`src/design/lc4_consts.svh`:
```
// word width, register count, reset pc and opcode field bounds, include wherever they are needed
`ifndef LC4_CONSTS_SVH
`define LC4_CONSTS_SVH

// data and address width
`define LC4_WORD_W     16
// register select width and register count
`define LC4_REG_SEL_W  3
`define LC4_NUM_REGS   8
// first fetch address after reset
`define LC4_RESET_PC   16'h8200
// opcode field bounds within an instruction word
`define LC4_OPC_HI     15
`define LC4_OPC_LO     12

`endif

```
`src/design/lc4_isa_pkg.sv`:
```
// instruction-set types for the lc4 core, imported by the decoder, execute stage and top level
`include "lc4_consts.svh"

package lc4_isa_pkg;

   // machine word and register index
   typedef logic [`LC4_WORD_W-1:0]    word_t;
   typedef logic [`LC4_REG_SEL_W-1:0] reg_sel_t;

   // condition code, bit 2 negative, bit 1 zero, bit 0 positive
   typedef logic [2:0] nzp_t;

   localparam nzp_t NZP_N = 3'b100;
   localparam nzp_t NZP_Z = 3'b010;
   localparam nzp_t NZP_P = 3'b001;

   // opcodes the decoder knows about
   // everything else falls through to a no-op
   typedef enum logic [3:0] {
      OPC_BR    = 4'b0000,
      OPC_ARITH = 4'b0001,
      OPC_LOGIC = 4'b0101,
      OPC_CONST = 4'b1001
   } opcode_e;

   // sub-op field insn[5:3] for register forms
   localparam logic [2:0] SUBOP_ADD = 3'b000;
   localparam logic [2:0] SUBOP_SUB = 3'b010;
   localparam logic [2:0] SUBOP_AND = 3'b000;

   // alu operation chosen in decode
   // pass_b forwards the immediate, used by const
   typedef enum logic [2:0] {
      ALU_ADD    = 3'd0,
      ALU_SUB    = 3'd1,
      ALU_AND    = 3'd2,
      ALU_PASS_B = 3'd3,
      ALU_NOP    = 3'd4
   } alu_op_e;

endpackage

```
`src/design/lc4_pipe_pkg.sv`:
```
// payload structs for the decode-to-execute and execute-to-writeback pipeline registers
package lc4_pipe_pkg;

   import lc4_isa_pkg::*;

   // decoded slot entering execute
   typedef struct packed {
      logic     valid;
      word_t    pc;
      word_t    insn;
      reg_sel_t rs_sel;
      reg_sel_t rt_sel;
      word_t    rs_data;
      word_t    rt_data;
      reg_sel_t wsel;
      logic     regfile_we;
      logic     nzp_we;
      logic     is_branch;
      // branch mask, taken when it overlaps the stored nzp
      nzp_t     nzp;
      alu_op_e  alu_op;
      // already sign extended
      word_t    imm;
   } dx_t;

   // committed result, also the writeback trace
   typedef struct packed {
      logic     valid;
      word_t    pc;
      word_t    insn;
      logic     regfile_we;
      reg_sel_t wsel;
      word_t    data;
      logic     nzp_we;
      nzp_t     nzp;
   } xw_t;

endpackage

```
`src/design/reg_read_if.sv`:
```
// register read bundle, decode drives the selects and the register file returns data
interface reg_read_if import lc4_isa_pkg::*; ();

   // selects from the decoder
   reg_sel_t rs_sel;
   reg_sel_t rt_sel;
   // combinational read data, same cycle
   word_t    rs_data;
   word_t    rt_data;

   modport decoder (
      output rs_sel,
      output rt_sel,
      input  rs_data,
      input  rt_data
   );

   modport regfile (
      input  rs_sel,
      input  rt_sel,
      output rs_data,
      output rt_data
   );

endinterface

```
`src/design/lc4_core.sv`:
```
// top level of the four-stage lc4 core, instruction port in and writeback trace out
module lc4_core
   import lc4_isa_pkg::*;
   import lc4_pipe_pkg::*;
(
   input  logic     gwe,
   input  logic     i_rst,
   // instruction port, answered in the same cycle
   output word_t    o_cur_pc,
   input  word_t    i_cur_insn,
   // one record per committed instruction
   output logic     o_wb_valid,
   output word_t    o_wb_pc,
   output word_t    o_wb_insn,
   output logic     o_wb_regfile_we,
   output reg_sel_t o_wb_wsel,
   output word_t    o_wb_data,
   output logic     o_wb_nzp_we,
   output nzp_t     o_wb_nzp
);

   reg_read_if rd_if ();

   dx_t   dx;
   xw_t   xw;
   logic  redirect;
   word_t redirect_pc;

   lc4_fetch_decode fetch_decode_i (
      .gwe           (gwe),
      .i_rst         (i_rst),
      .o_cur_pc      (o_cur_pc),
      .i_cur_insn    (i_cur_insn),
      .i_redirect    (redirect),
      .i_redirect_pc (redirect_pc),
      .rd            (rd_if.decoder),
      .o_dx          (dx)
   );

   // written from the writeback register
   lc4_regfile regfile_i (
      .gwe       (gwe),
      .i_rst     (i_rst),
      .rd        (rd_if.regfile),
      .i_wr_en   (xw.regfile_we),
      .i_wr_sel  (xw.wsel),
      .i_wr_data (xw.data)
   );

   lc4_execute execute_i (
      .gwe           (gwe),
      .i_rst         (i_rst),
      .i_dx          (dx),
      .o_redirect    (redirect),
      .o_redirect_pc (redirect_pc),
      .o_xw          (xw)
   );

   // trace straight from the writeback register
   assign o_wb_valid      = xw.valid;
   assign o_wb_pc         = xw.pc;
   assign o_wb_insn       = xw.insn;
   assign o_wb_regfile_we = xw.regfile_we;
   assign o_wb_wsel       = xw.wsel;
   assign o_wb_data       = xw.data;
   assign o_wb_nzp_we     = xw.nzp_we;
   assign o_wb_nzp        = xw.nzp;

endmodule

```
`src/design/lc4_execute.sv`:
```
// execute stage, bypass, alu, nzp and branch resolution, registers the committed result
module lc4_execute
   import lc4_isa_pkg::*;
   import lc4_pipe_pkg::*;
(
   input  logic  gwe,
   input  logic  i_rst,
   input  dx_t   i_dx,
   output logic  o_redirect,
   output word_t o_redirect_pc,
   output xw_t   o_xw
);

   // operands after bypass
   word_t rs_val;
   word_t rt_val;
   word_t op_b;
   logic  use_imm;
   word_t alu_result;
   // condition codes
   nzp_t  nzp_q;
   nzp_t  nzp_new;
   logic  take_branch;
   // execute-to-writeback register
   xw_t   xw_d;
   xw_t   xw_q;

   // writeback result overrides a stale read of the same register
   // older results already reached decode through write-through
   assign rs_val = (xw_q.regfile_we && (xw_q.wsel == i_dx.rs_sel)) ? xw_q.data
                                                                   : i_dx.rs_data;
   assign rt_val = (xw_q.regfile_we && (xw_q.wsel == i_dx.rt_sel)) ? xw_q.data
                                                                   : i_dx.rt_data;

   // imm5 add has insn bit 5 set, const always takes the immediate
   assign use_imm = i_dx.insn[5] || (i_dx.alu_op == ALU_PASS_B);
   assign op_b    = use_imm ? i_dx.imm : rt_val;

   // results wrap at 16 bits
   always_comb begin
      case (i_dx.alu_op)
         ALU_ADD:    alu_result = rs_val + op_b;
         ALU_SUB:    alu_result = rs_val - op_b;
         ALU_AND:    alu_result = rs_val & op_b;
         ALU_PASS_B: alu_result = op_b;
         default:    alu_result = '0;
      endcase
   end

   // sign of the result as a one-hot code
   always_comb begin
      if (alu_result == '0) begin
         nzp_new = NZP_Z;
      end else if ($signed(alu_result) < 0) begin
         nzp_new = NZP_N;
      end else begin
         nzp_new = NZP_P;
      end
   end

   // updated by every valid register-writing instruction
   always_ff @(posedge gwe) begin
      if (i_rst) begin
         nzp_q <= '0;
      end else if (i_dx.valid && i_dx.nzp_we) begin
         nzp_q <= nzp_new;
      end
   end

   // branch tests the mask against codes left by older instructions
   assign take_branch   = i_dx.valid && i_dx.is_branch && (|(i_dx.nzp & nzp_q));
   assign o_redirect    = take_branch;
   assign o_redirect_pc = i_dx.pc + 16'd1 + i_dx.imm;

   // non-writing commits show zero data and nzp on the trace
   always_comb begin
      xw_d.valid      = i_dx.valid;
      xw_d.pc         = i_dx.pc;
      xw_d.insn       = i_dx.insn;
      xw_d.regfile_we = i_dx.valid & i_dx.regfile_we;
      xw_d.wsel       = i_dx.wsel;
      xw_d.data       = xw_d.regfile_we ? alu_result : '0;
      xw_d.nzp_we     = i_dx.valid & i_dx.nzp_we;
      xw_d.nzp        = xw_d.nzp_we ? nzp_new : '0;
   end

   always_ff @(posedge gwe) begin
      if (i_rst) begin
         xw_q.valid      <= 1'b0;
         xw_q.regfile_we <= 1'b0;
         xw_q.nzp_we     <= 1'b0;
      end else begin
         xw_q <= xw_d;
      end
   end

   assign o_xw = xw_q;

endmodule

```
`src/design/lc4_fetch_decode.sv`:
```
// fetch and decode stages, owns the pc and hands decoded slots with register data to execute
`include "lc4_consts.svh"

module lc4_fetch_decode
   import lc4_isa_pkg::*;
   import lc4_pipe_pkg::*;
(
   input  logic       gwe,
   input  logic       i_rst,
   output word_t      o_cur_pc,
   input  word_t      i_cur_insn,
   input  logic       i_redirect,
   input  word_t      i_redirect_pc,
   reg_read_if.decoder rd,
   output dx_t        o_dx
);

   // program counter
   word_t   pc_q;
   // fetch latch, the slot now in decode
   logic    fd_valid_q;
   word_t   fd_pc_q;
   word_t   fd_insn_q;
   // decoder outputs
   opcode_e opcode;
   alu_op_e dec_alu_op;
   logic    dec_writes;
   logic    dec_is_branch;
   word_t   dec_imm;
   // decode-to-execute register
   logic    slot_live;
   dx_t     dx_d;
   dx_t     dx_q;

   assign o_cur_pc = pc_q;

   // pc steps by one, a taken branch in execute overrides
   always_ff @(posedge gwe) begin
      if (i_rst) begin
         pc_q <= `LC4_RESET_PC;
      end else if (i_redirect) begin
         pc_q <= i_redirect_pc;
      end else begin
         pc_q <= pc_q + 16'd1;
      end
   end

   // wrong-path fetch becomes a bubble
   always_ff @(posedge gwe) begin
      if (i_rst) begin
         fd_valid_q <= 1'b0;
      end else begin
         fd_valid_q <= ~i_redirect;
      end
   end

   // payload of the fetch latch
   always_ff @(posedge gwe) begin
      fd_pc_q   <= pc_q;
      fd_insn_q <= i_cur_insn;
   end

   assign opcode = opcode_e'(fd_insn_q[`LC4_OPC_HI:`LC4_OPC_LO]);

   // unknown opcodes and sub-ops keep the no-op defaults
   always_comb begin
      dec_alu_op    = ALU_NOP;
      dec_writes    = 1'b0;
      dec_is_branch = 1'b0;
      dec_imm       = '0;
      case (opcode)
         OPC_BR: begin
            dec_is_branch = 1'b1;
            dec_imm       = {{7{fd_insn_q[8]}}, fd_insn_q[8:0]};
         end
         OPC_ARITH: begin
            // bit 5 marks the imm5 form of add
            if (fd_insn_q[5]) begin
               dec_alu_op = ALU_ADD;
               dec_writes = 1'b1;
               dec_imm    = {{11{fd_insn_q[4]}}, fd_insn_q[4:0]};
            end else if (fd_insn_q[5:3] == SUBOP_ADD) begin
               dec_alu_op = ALU_ADD;
               dec_writes = 1'b1;
            end else if (fd_insn_q[5:3] == SUBOP_SUB) begin
               dec_alu_op = ALU_SUB;
               dec_writes = 1'b1;
            end
         end
         OPC_LOGIC: begin
            if (fd_insn_q[5:3] == SUBOP_AND) begin
               dec_alu_op = ALU_AND;
               dec_writes = 1'b1;
            end
         end
         OPC_CONST: begin
            dec_alu_op = ALU_PASS_B;
            dec_writes = 1'b1;
            dec_imm    = {{7{fd_insn_q[8]}}, fd_insn_q[8:0]};
         end
         default: begin
            dec_alu_op = ALU_NOP;
         end
      endcase
   end

   // source selects, rd field doubles as the branch mask
   assign rd.rs_sel = fd_insn_q[8:6];
   assign rd.rt_sel = fd_insn_q[2:0];

   // younger slot is squashed in the same cycle as the redirect
   assign slot_live = fd_valid_q & ~i_redirect;

   always_comb begin
      dx_d.valid      = slot_live;
      dx_d.pc         = fd_pc_q;
      dx_d.insn       = fd_insn_q;
      dx_d.rs_sel     = rd.rs_sel;
      dx_d.rt_sel     = rd.rt_sel;
      dx_d.rs_data    = rd.rs_data;
      dx_d.rt_data    = rd.rt_data;
      dx_d.wsel       = fd_insn_q[11:9];
      dx_d.regfile_we = slot_live & dec_writes;
      dx_d.nzp_we     = slot_live & dec_writes;
      dx_d.is_branch  = slot_live & dec_is_branch;
      dx_d.nzp        = fd_insn_q[11:9];
      dx_d.alu_op     = dec_alu_op;
      dx_d.imm        = dec_imm;
   end

   // only the control bits are cleared
   always_ff @(posedge gwe) begin
      if (i_rst) begin
         dx_q.valid      <= 1'b0;
         dx_q.regfile_we <= 1'b0;
         dx_q.nzp_we     <= 1'b0;
         dx_q.is_branch  <= 1'b0;
      end else begin
         dx_q <= dx_d;
      end
   end

   assign o_dx = dx_q;

endmodule

```
`src/design/lc4_regfile.sv`:
```
// eight-entry register file with two combinational read ports and one write-through write port
`include "lc4_consts.svh"

module lc4_regfile
   import lc4_isa_pkg::*;
(
   input  logic       gwe,
   input  logic       i_rst,
   reg_read_if.regfile rd,
   input  logic       i_wr_en,
   input  reg_sel_t   i_wr_sel,
   input  word_t      i_wr_data
);

   word_t regs_q [`LC4_NUM_REGS];

   // write on the edge, whole file cleared on reset
   always_ff @(posedge gwe) begin
      if (i_rst) begin
         for (int i = 0; i < `LC4_NUM_REGS; i++) begin
            regs_q[i] <= '0;
         end
      end else if (i_wr_en) begin
         regs_q[i_wr_sel] <= i_wr_data;
      end
   end

   // write-through so decode sees the value committing this cycle
   assign rd.rs_data = (i_wr_en && (i_wr_sel == rd.rs_sel)) ? i_wr_data
                                                             : regs_q[rd.rs_sel];
   assign rd.rt_data = (i_wr_en && (i_wr_sel == rd.rt_sel)) ? i_wr_data
                                                             : regs_q[rd.rt_sel];

endmodule

```
`config.mk`:
```
export PLATFORM = sky130hd
export DESIGN_NAME = lc4_core
export DESIGN_NICKNAME = d
export VERILOG_FILES = /design/src/design/lc4_isa_pkg.sv /design/src/design/lc4_pipe_pkg.sv /design/src/design/reg_read_if.sv /design/src/design/lc4_core.sv /design/src/design/lc4_execute.sv /design/src/design/lc4_fetch_decode.sv /design/src/design/lc4_regfile.sv
export VERILOG_INCLUDE_DIRS = /design/src /design/src/design
export SDC_FILE = /design/constraint.sdc
export NUM_CORES = 1
export LEC_CHECK = 0
export BUFFER_PORTS_ARGS = -buffer_cell sky130_fd_sc_hd__buf_2
export CORE_UTILIZATION = 25
export CTS_CLUSTER_DIAMETER = 80
export CTS_CLUSTER_SIZE = 10
export DETAILED_ROUTE_END_ITERATION = 8
export GPL_ROUTABILITY_DRIVEN = 0
export PLACE_DENSITY = 0.44
export RECOVER_POWER = 100
export SYNTH_ARGS = -nofsm -noshare
export SYNTH_HDL_FRONTEND = slang
export SYNTH_HIERARCHICAL = 1
export SYNTH_SLANG_ARGS = --single-unit
```
`constraint.sdc`:
```
create_clock -name gwe -period 4.67 [get_ports gwe]
set_input_delay 0.7005 -clock gwe [delete_from_list [all_inputs] [get_ports gwe]]
set_output_delay 0.7005 -clock gwe [all_outputs]
set_load 0.01 [all_outputs]
```
==> impl_metrics.ini, run 1 <==
[placement]
io_buffers = 90
pre_cts_ws_ns = -0.0743
hpwl_mm = 29.5
dpl_cell_area_sq_um = 17900
place_inst = 2117

[setup_path]
path_cells = clkbuf_1 -> xnor2_1 -> nand4_1 -> buf_4 -> mux2_2 -> ha_1 -> buf_4 -> o211ai_1 -> a21oi_2 -> nor2b_2 -> xnor2_1 -> a32oi_1 -> and4_1 -> and4_1 -> and3_1 -> nand4_4 -> nor3b_1
crit_fanout = 13
end_kind = register
crit_slowest_cell = clkbuf_1
cp.arrival_ns = 4.75
critPathMaxStageDelay_ns = 0.46
critPathKind = reg -> reg
start_kind = register
required_ns = 4.96

[timing]
tightest_slew_ns = 2.69
worst_slack_ns = 0.211
setup_tns_ns = 0
timing.fmax_mhz = 224
setup_viol = 0
hold_viol = 0
finClkSkew_ns = 0.0310
whs_ns = 0.234
maxSlewViolCount = 330
fin_crit_ns = 4.46
relSlewSlack_pct = -79.7
min_period_over_period_pct = 95.5

[logic_synthesis]
syn_area_sq_um = 16200
syn-mean-instance-area_sq_um = 13.9
synthAdderAreaFrac_pct = 2.79
synth_edf_count = 258
synth_top_family_by_area = multiplexers
synth_nets = 1223
synthCells = 1170
ys_seq_area_share_pct = 54.8
yosysUniqueCellTypes = 72
ys.flop_type = edfxtp_1
post_synth_mux_area_share_pct = 17.3
synth_compound_area_share_pct = 5.98
yosysWarnings = 6
yosys.area_share.simple_pct = 12.1
synth_xor_area_share_pct = 3.34
async_flop_share_pct = 0
ys_ff_latch = 316

[floorplanning]
core.rowCount = 93
die_area_sq_um = 66000
ioPinCount = 91
core_sq_um = 64300
die_w_um = 257
die_h_um = 257
start_util_pct = 25.2

[run]
cap_violations = 14

[clock_network]
tritoncts = yes
cts_buffers = 39
clk_pin_slew_ns = 0.06
cts_htree_levels = 2
insertion_delay_ns = 0.57
cts_sinks = 316
hold_buffers = 0
ctsRootBufferMaster = clkbuf_16
cts.path.max_buffers = 3

[routing]
wl_per_cell_um = 20.7
ant_nets = 0
drt_iter0_markers = 523
routed_wl_mm = 45.1
vias = 10100
viasPerCell = 4.60
remaining_drc_errors = 0
drtPass1Iterations = 5

[power]
peakVddDrop_v = 0.000228
clkPwrFrac_pct = 40.5
p_sw_mw = 1.75
p_leak_nw = 7.20
p_seq_share_pct = 47.3
powerDensity_nw_per_um2 = 363
switching_share_pct = 25.5
power.total_mw = 6.87
combPwrFrac_pct = 12.3
p_int_mw = 5.12

[grt]
grt_max_degree = 39
antenna_found_initial = 1
grt_usage_pct = 13.5
grt_pass1_vias = 10400
grt.overflow.total = 0
grt_pass1_wl_mm = 66.5

[cells_and_area]
diodes = 0
area_growth_pct = 16.5
final_cell_mix = 258 x edfxtp_1, 110 x clkbuf_1, 79 x and2_1, 73 x nor2_1, 60 x mux4_1
final_util_pct = 29.4
fin_nets = 1358
layout-drive-gt1-share_pct = 17.4
fin_area_sq_um = 18900
final_common_cell = edfxtp_1
stdcell_count = 2184

[outcome]
status = finished with violations
violations = max-capacitance violations, max-slew violations

[hold_path]
min_path_type = in -> reg
[final timing paths]
path | cells after the start | to | from | slack, ns
worst min register to register | 0 | fetch_decode_i/fd_pc_q[15]$_DFF_P_ | fetch_decode_i/o_cur_pc[15]$_SDFF_PP1_ | 0.38
worst max-delay path | 17 | execute_i/o_xw[0]$_SDFFCE_PN0N_ | execute_i/o_xw[21]$_DFFE_PN_ | 0.21
worst max register to register | 17 | execute_i/o_xw[0]$_SDFFCE_PN0N_ | execute_i/o_xw[21]$_DFFE_PN_ | 0.21
worst min-delay path | 1 | fetch_decode_i/fd_insn_q[1]$_DFF_P_ | i_cur_insn[1] | 0.23
[logic make-up (layout without fill, tap and decap cells)]
kind of cell    after synthesis  in the layout
simple gates                338            338
mux                         165            165
buf+inv                     106            265
compound gates              148            148
fa+ha+maj                    35             35
xor+xnor                     62             62
flops                       316            316
[repair_timing]
item                                    4_1_cts  5_1_grt
endpoints found under the setup margin        7        7
resized for setup                             3       27
pin swaps                                     1        5
setup buffers                                 1        1
[critical path: cells and delay by family, from the launching register on]
kind                     cells  cell delay [ns]
flip-flops                   1             0.39
buffers and inverters        3             0.91
AND/OR/NAND/NOR              7             1.46
AO/OA/AOI/OAI                3             0.52
adder cells (fa/ha/maj)      1             0.31
multiplexers                 1             0.32
XOR/XNOR                     2             0.29
[registers in the layout, indices dropped and copies added, names as in the netlist]
register / cells
fetch_decode_i/o_cur_pc: 16
execute_i/o_xw: 57
fetch_decode_i/o_dx: 79
execute_i/nzp_q: 3
fetch_decode_i/fd_insn_q: 16
fetch_decode_i/fd_pc_q: 16
regfile_i/regs_q: 128
fetch_decode_i/fd_valid_q: 1
[power groups by stage]
stage                     logic (mW)  clock network, mW  registers (mW)
after floorplan                0.555                  0            3.28
after global placement         0.839                  0            3.30
after detailed placement       0.838                  0            3.30
after CTS                      0.846               2.89            3.24
after global routing           0.920               2.96            3.26
final                          0.843               2.78            3.25
[synth_stat cells, types with 14 or more instances]
| cell | number | area, sq um |
|---|---|---|
| and2_1 | 137 | 857 |
| mux4_1 | 60 | 1580 |
| clkbuf_1 | 26 | 97.6 |
| nor2_1 | 74 | 278 |
| xor2_1 | 25 | 219 |
| o21ai_0 | 23 | 115 |
| dfxtp_1 | 58 | 1160 |
| xnor2_1 | 37 | 324 |
| nand2_1 | 25 | 93.8 |
| a21oi_1 | 53 | 265 |
| mux2i_1 | 23 | 230 |
| ha_1 | 33 | 413 |
| edfxtp_1 | 258 | 7750 |
| inv_1 | 30 | 113 |
| buf_4 | 29 | 218 |
| nor3_1 | 14 | 70.1 |
| mux2_2 | 67 | 754 |
[per-layer routing]
metal  vias to the layer above  track usage [%]  routed length, um
met5                         -                0                  0
met4                         0             4.37               1260
met3                        76             2.37               1950
met2                       216             22.6              21400
met1                      5084             17.6              20500
li1                       4681                -                  -
[layout make-up]
cell class                      count  area, sq um
Fill cell                        6524        45400
Sequential cell                   316         8910
Multi-Input combinational cell    748         6830
Tap cell                          855         1070
Clock buffer                       60         1060
Timing Repair Buffer              170          871
Inverter                           30          114
Clock inverter                      5         58.8
Note: power is estimated with default switching activity, not from simulation.
==> run 2, diff against run 1 <==
--- a/config.mk
+++ b/config.mk
@@ -7,6 +7,7 @@
 export NUM_CORES = 1
 export LEC_CHECK = 0
 export BUFFER_PORTS_ARGS = -buffer_cell sky130_fd_sc_hd__buf_2
+export CAP_MARGIN = 10
 export CORE_UTILIZATION = 25
 export CTS_CLUSTER_DIAMETER = 80
 export CTS_CLUSTER_SIZE = 10
@@ -16,5 +17,4 @@
 export RECOVER_POWER = 100
 export SYNTH_ARGS = -nofsm -noshare
 export SYNTH_HDL_FRONTEND = slang
-export SYNTH_HIERARCHICAL = 1
 export SYNTH_SLANG_ARGS = --single-unit
==> impl_metrics.ini, run 2 <==
[setup_path]
rr_startpoint = fetch_decode_i.o_dx[61]$_DFFE_PN_
critPathKind = reg -> reg
r2r_end = execute_i.nzp_q[1]$_SDFFE_PP0P_
cp-endpoint = execute_i.nzp_q[1]$_SDFFE_PP0P_
crit_fanout = 6
cp.arrival_ns = 5.12
end_kind = register
required_ns = 5.12
start_kind = register
r2r_setup_slack_ns = 0.005
cp-startpoint = fetch_decode_i.o_dx[61]$_DFFE_PN_
worst-r2r-cell-count = 20

[timing]
fin_crit_ns = 4.67
maxSlewViolCount = 41
relSlewSlack_pct = -45.8
hold_viol = 0
setup_viol = 0
min_period_over_period_pct = 99.9
timing.fmax_mhz = 214
finClkSkew_ns = 0.0260
tightest_slew_ns = 2.19
rsz0062_at_grt = yes

[logic_synthesis]
synth_edf_count = 255
ys_ff_latch = 312
synth_nets = 1253
yosysTopAreaCellShare_pct = 49.0
yosysMostFrequentCell = edfxtp_1
yosysUniqueCellTypes = 80
syn_area_sq_um = 15600
async_flop_share_pct = 0
ys.flop_type = edfxtp_1
yosysWarnings = 0
synth.top_cells.by_area = edfxtp_1 49%, mux4_2 9.2%, dfxtp_1 7.3%, and2_1 5.6%, mux2i_1 3.2%
syn-mean-instance-area_sq_um = 13.0
synthCells = 1200
synth_top_area_cell = edfxtp_1
yosys-top-cells-count = 255 x edfxtp_1, 140 x and2_1, 70 x nand2_1
ys_seq_area_share_pct = 56.3

[clock_network]
tritoncts = yes
insertion_delay_ns = 0.56
cts_buffers = 37
clk_pin_slew_ns = 0.06
cts_sinks = 312
cts.path.max_buffers = 3
cts_htree_levels = 2
ctsRootBufferMaster = clkbuf_16

[power]
p_int_mw = 5.08
power.total_mw = 6.82
p_sw_mw = 1.74
clkPwrFrac_pct = 39.1
switching_share_pct = 25.5
combPwrFrac_pct = 13.9
peakVddDrop_v = 0.000234
p_leak_nw = 7.18
powerDensity_nw_per_um2 = 358
p_seq_share_pct = 47.1

[grt]
antenna_found_initial = 0
grt_pass1_vias = 10300
grt_usage_pct = 14.2
grt_pass1_wl_mm = 66.9
grt_max_degree = 57
grt.overflow.total = 0

[hold_path]
min_path_type = in -> reg

[cells_and_area]
largest_reg_flops = 128
top_register = regfile_i.regs_q
final_common_cell = edfxtp_1
fin_nets = 1420
fin_area_sq_um = 19000
seq_area_sq_um = 8800
area_growth_pct = 21.8
multi_input_area_sq_um = 6680
layout-drive-gt1-share_pct = 28.5
nFillCells = 6328
final_cell_mix = 255 x edfxtp_1, 139 x and2_1, 107 x buf_4, 90 x buf_2, 69 x nand2_1

[routing]
remaining_drc_errors = 0
routed_wl_mm = 44.9
vias = 10200
wl_per_cell_um = 20.2
ant_nets = 0
wl_met1_mm = 20.1
wl_met3_mm = 1.50
drtPass1Iterations = 5
drt_iter0_markers = 706
routed.top_layer = met4
viasPerCell = 4.59
wl_met2_mm = 22.2

[placement]
hpwl_mm = 30.1
io_buffers = 90
dpl_cell_area_sq_um = 17700

[floorplanning]
die_w_um = 252
die_h_um = 252
core_sq_um = 61700
core.rowCount = 91
ioPinCount = 91
start_util_pct = 25.3
die_area_sq_um = 63500

[run]
cap_violations = 2

[outcome]
violations = max-capacitance violations, max-slew violations
status = finished with violations
==> run 2: cell types whose count changed after synthesis, moves of 30 or more <==
cell	delta
mux4_1	-60
mux4_2	+60
mux2_2	-54
nand2_1	+45
o21ai_0	+40
a21oi_1	-31
clkbuf_1	+30
==> run 2: worst min-delay path by stage <==
stage | from | endpoint | slack (ns) | cells after the start
4_1_cts | i_cur_insn[2] | fetch_decode_i.fd_insn_q[2]$_DFF_P_ | 0.21 | 1
3_3_place_gp | fetch_decode_i.o_cur_pc[15]$_SDFF_PP1_ | fetch_decode_i.fd_pc_q[15]$_DFF_P_ | 0.37 | 0
2_1_floorplan | fetch_decode_i.fd_insn_q[9]$_DFF_P_ | fetch_decode_i.o_dx[25]$_DFFE_PN_ | 0.39 | 0
3_5_place_dp | fetch_decode_i.o_cur_pc[15]$_SDFF_PP1_ | fetch_decode_i.fd_pc_q[15]$_DFF_P_ | 0.37 | 0
6_report | i_cur_insn[2] | fetch_decode_i.fd_insn_q[2]$_DFF_P_ | 0.24 | 1
5_1_grt | i_cur_insn[0] | fetch_decode_i.fd_insn_q[0]$_DFF_P_ | 0.22 | 1
==> run 2: what timing repair did <==
action                     in CTS  in global routing
setup buffers                   6                  8
gates resized for setup        12                 25
setup endpoints to repair       7                  7
hold buffers                    0                  0
pin swaps                       4                 20
==> run 2: cell families (layout without fill, tap and decap cells) <==
| group | after synthesis | in the layout | share of synthesized area (%) |
|---|---|---|---|
| multiplexers | 131 | 131 | 13.7 |
| other | 0 | 1 | 0 |
| flip-flops | 312 | 312 | 56.3 |
| AO/OA/AOI/OAI | 181 | 181 | 7.97 |
| adder cells (fa/ha/maj) | 35 | 35 | 2.90 |
| AND/OR/NAND/NOR | 391 | 391 | 13.5 |
| buffers and inverters | 95 | 281 | 2.55 |
| XOR/XNOR | 55 | 55 | 3.08 |
==> run 2: layout make-up <==
cell class | instances | share of cell area, %
Sequential cell | 312 | 46.2
Multi-Input combinational cell | 793 | 35.1
Clock inverter | 3 | 0.243
Antenna cell | 1 | 0.0131
Tap cell | 837 | 5.50
Inverter | 17 | 0.362
Clock buffer | 55 | 5.38
Timing Repair Buffer | 206 | 7.18
==> run 2: routing by layer <==
layer | up-vias | GRT usage [%]
met5 | - | 0
met2 | 200 | 24.3
met3 | 54 | 1.96
met1 | 5136 | 18.5
li1 | 4813 | -
met4 | 0 | 4.68
==> run 2: per-stage QoR <==
stage          utilization [%]  setup slack (ns)  instances  setup TNS, ns  hold WS, ns
4_1_cts                   30.5           0.00162       2214              0        0.214
2_1_floorplan                -           -0.0740       1200         -0.138        0.386
3_5_place_dp              28.6            -0.229       2150          -1.10        0.373
5_1_grt                   30.8            -0.190       2223         -0.922        0.223
3_3_place_gp              28.6            -0.182       2150         -0.647        0.374
6_report                  30.8           0.00471       2224              0        0.242
==> run 2: worst max-delay path: stages, from the launching register on <==
cell and delay [ns]:
edfxtp_1 0.43, xnor2_2 0.17, nand4_1 0.12, buf_6 0.16
mux2_4 0.30, mux2i_2 0.16, and4bb_2 0.32, nand3_4 0.09
o41ai_2 0.24, xor2_1 0.21, ha_1 0.31, a21oi_2 0.17
o21ai_2 0.08, a22o_1 0.25, a2111oi_4 0.36, nor3_2 0.10
or4b_4 0.50, a21boi_4 0.18, nor2_2 0.06, buf_4 0.14
o41ai_2 0.20
==> run 2: power groups by stage <==
stage	combinational, mW	sequential [mW]	clock, mW
after floorplan	0.568	3.24	0
after global placement	0.894	3.26	0
after detailed placement	0.892	3.27	0
after CTS	0.914	3.21	2.74
after global routing	1.03	3.22	2.84
final	0.944	3.21	2.66
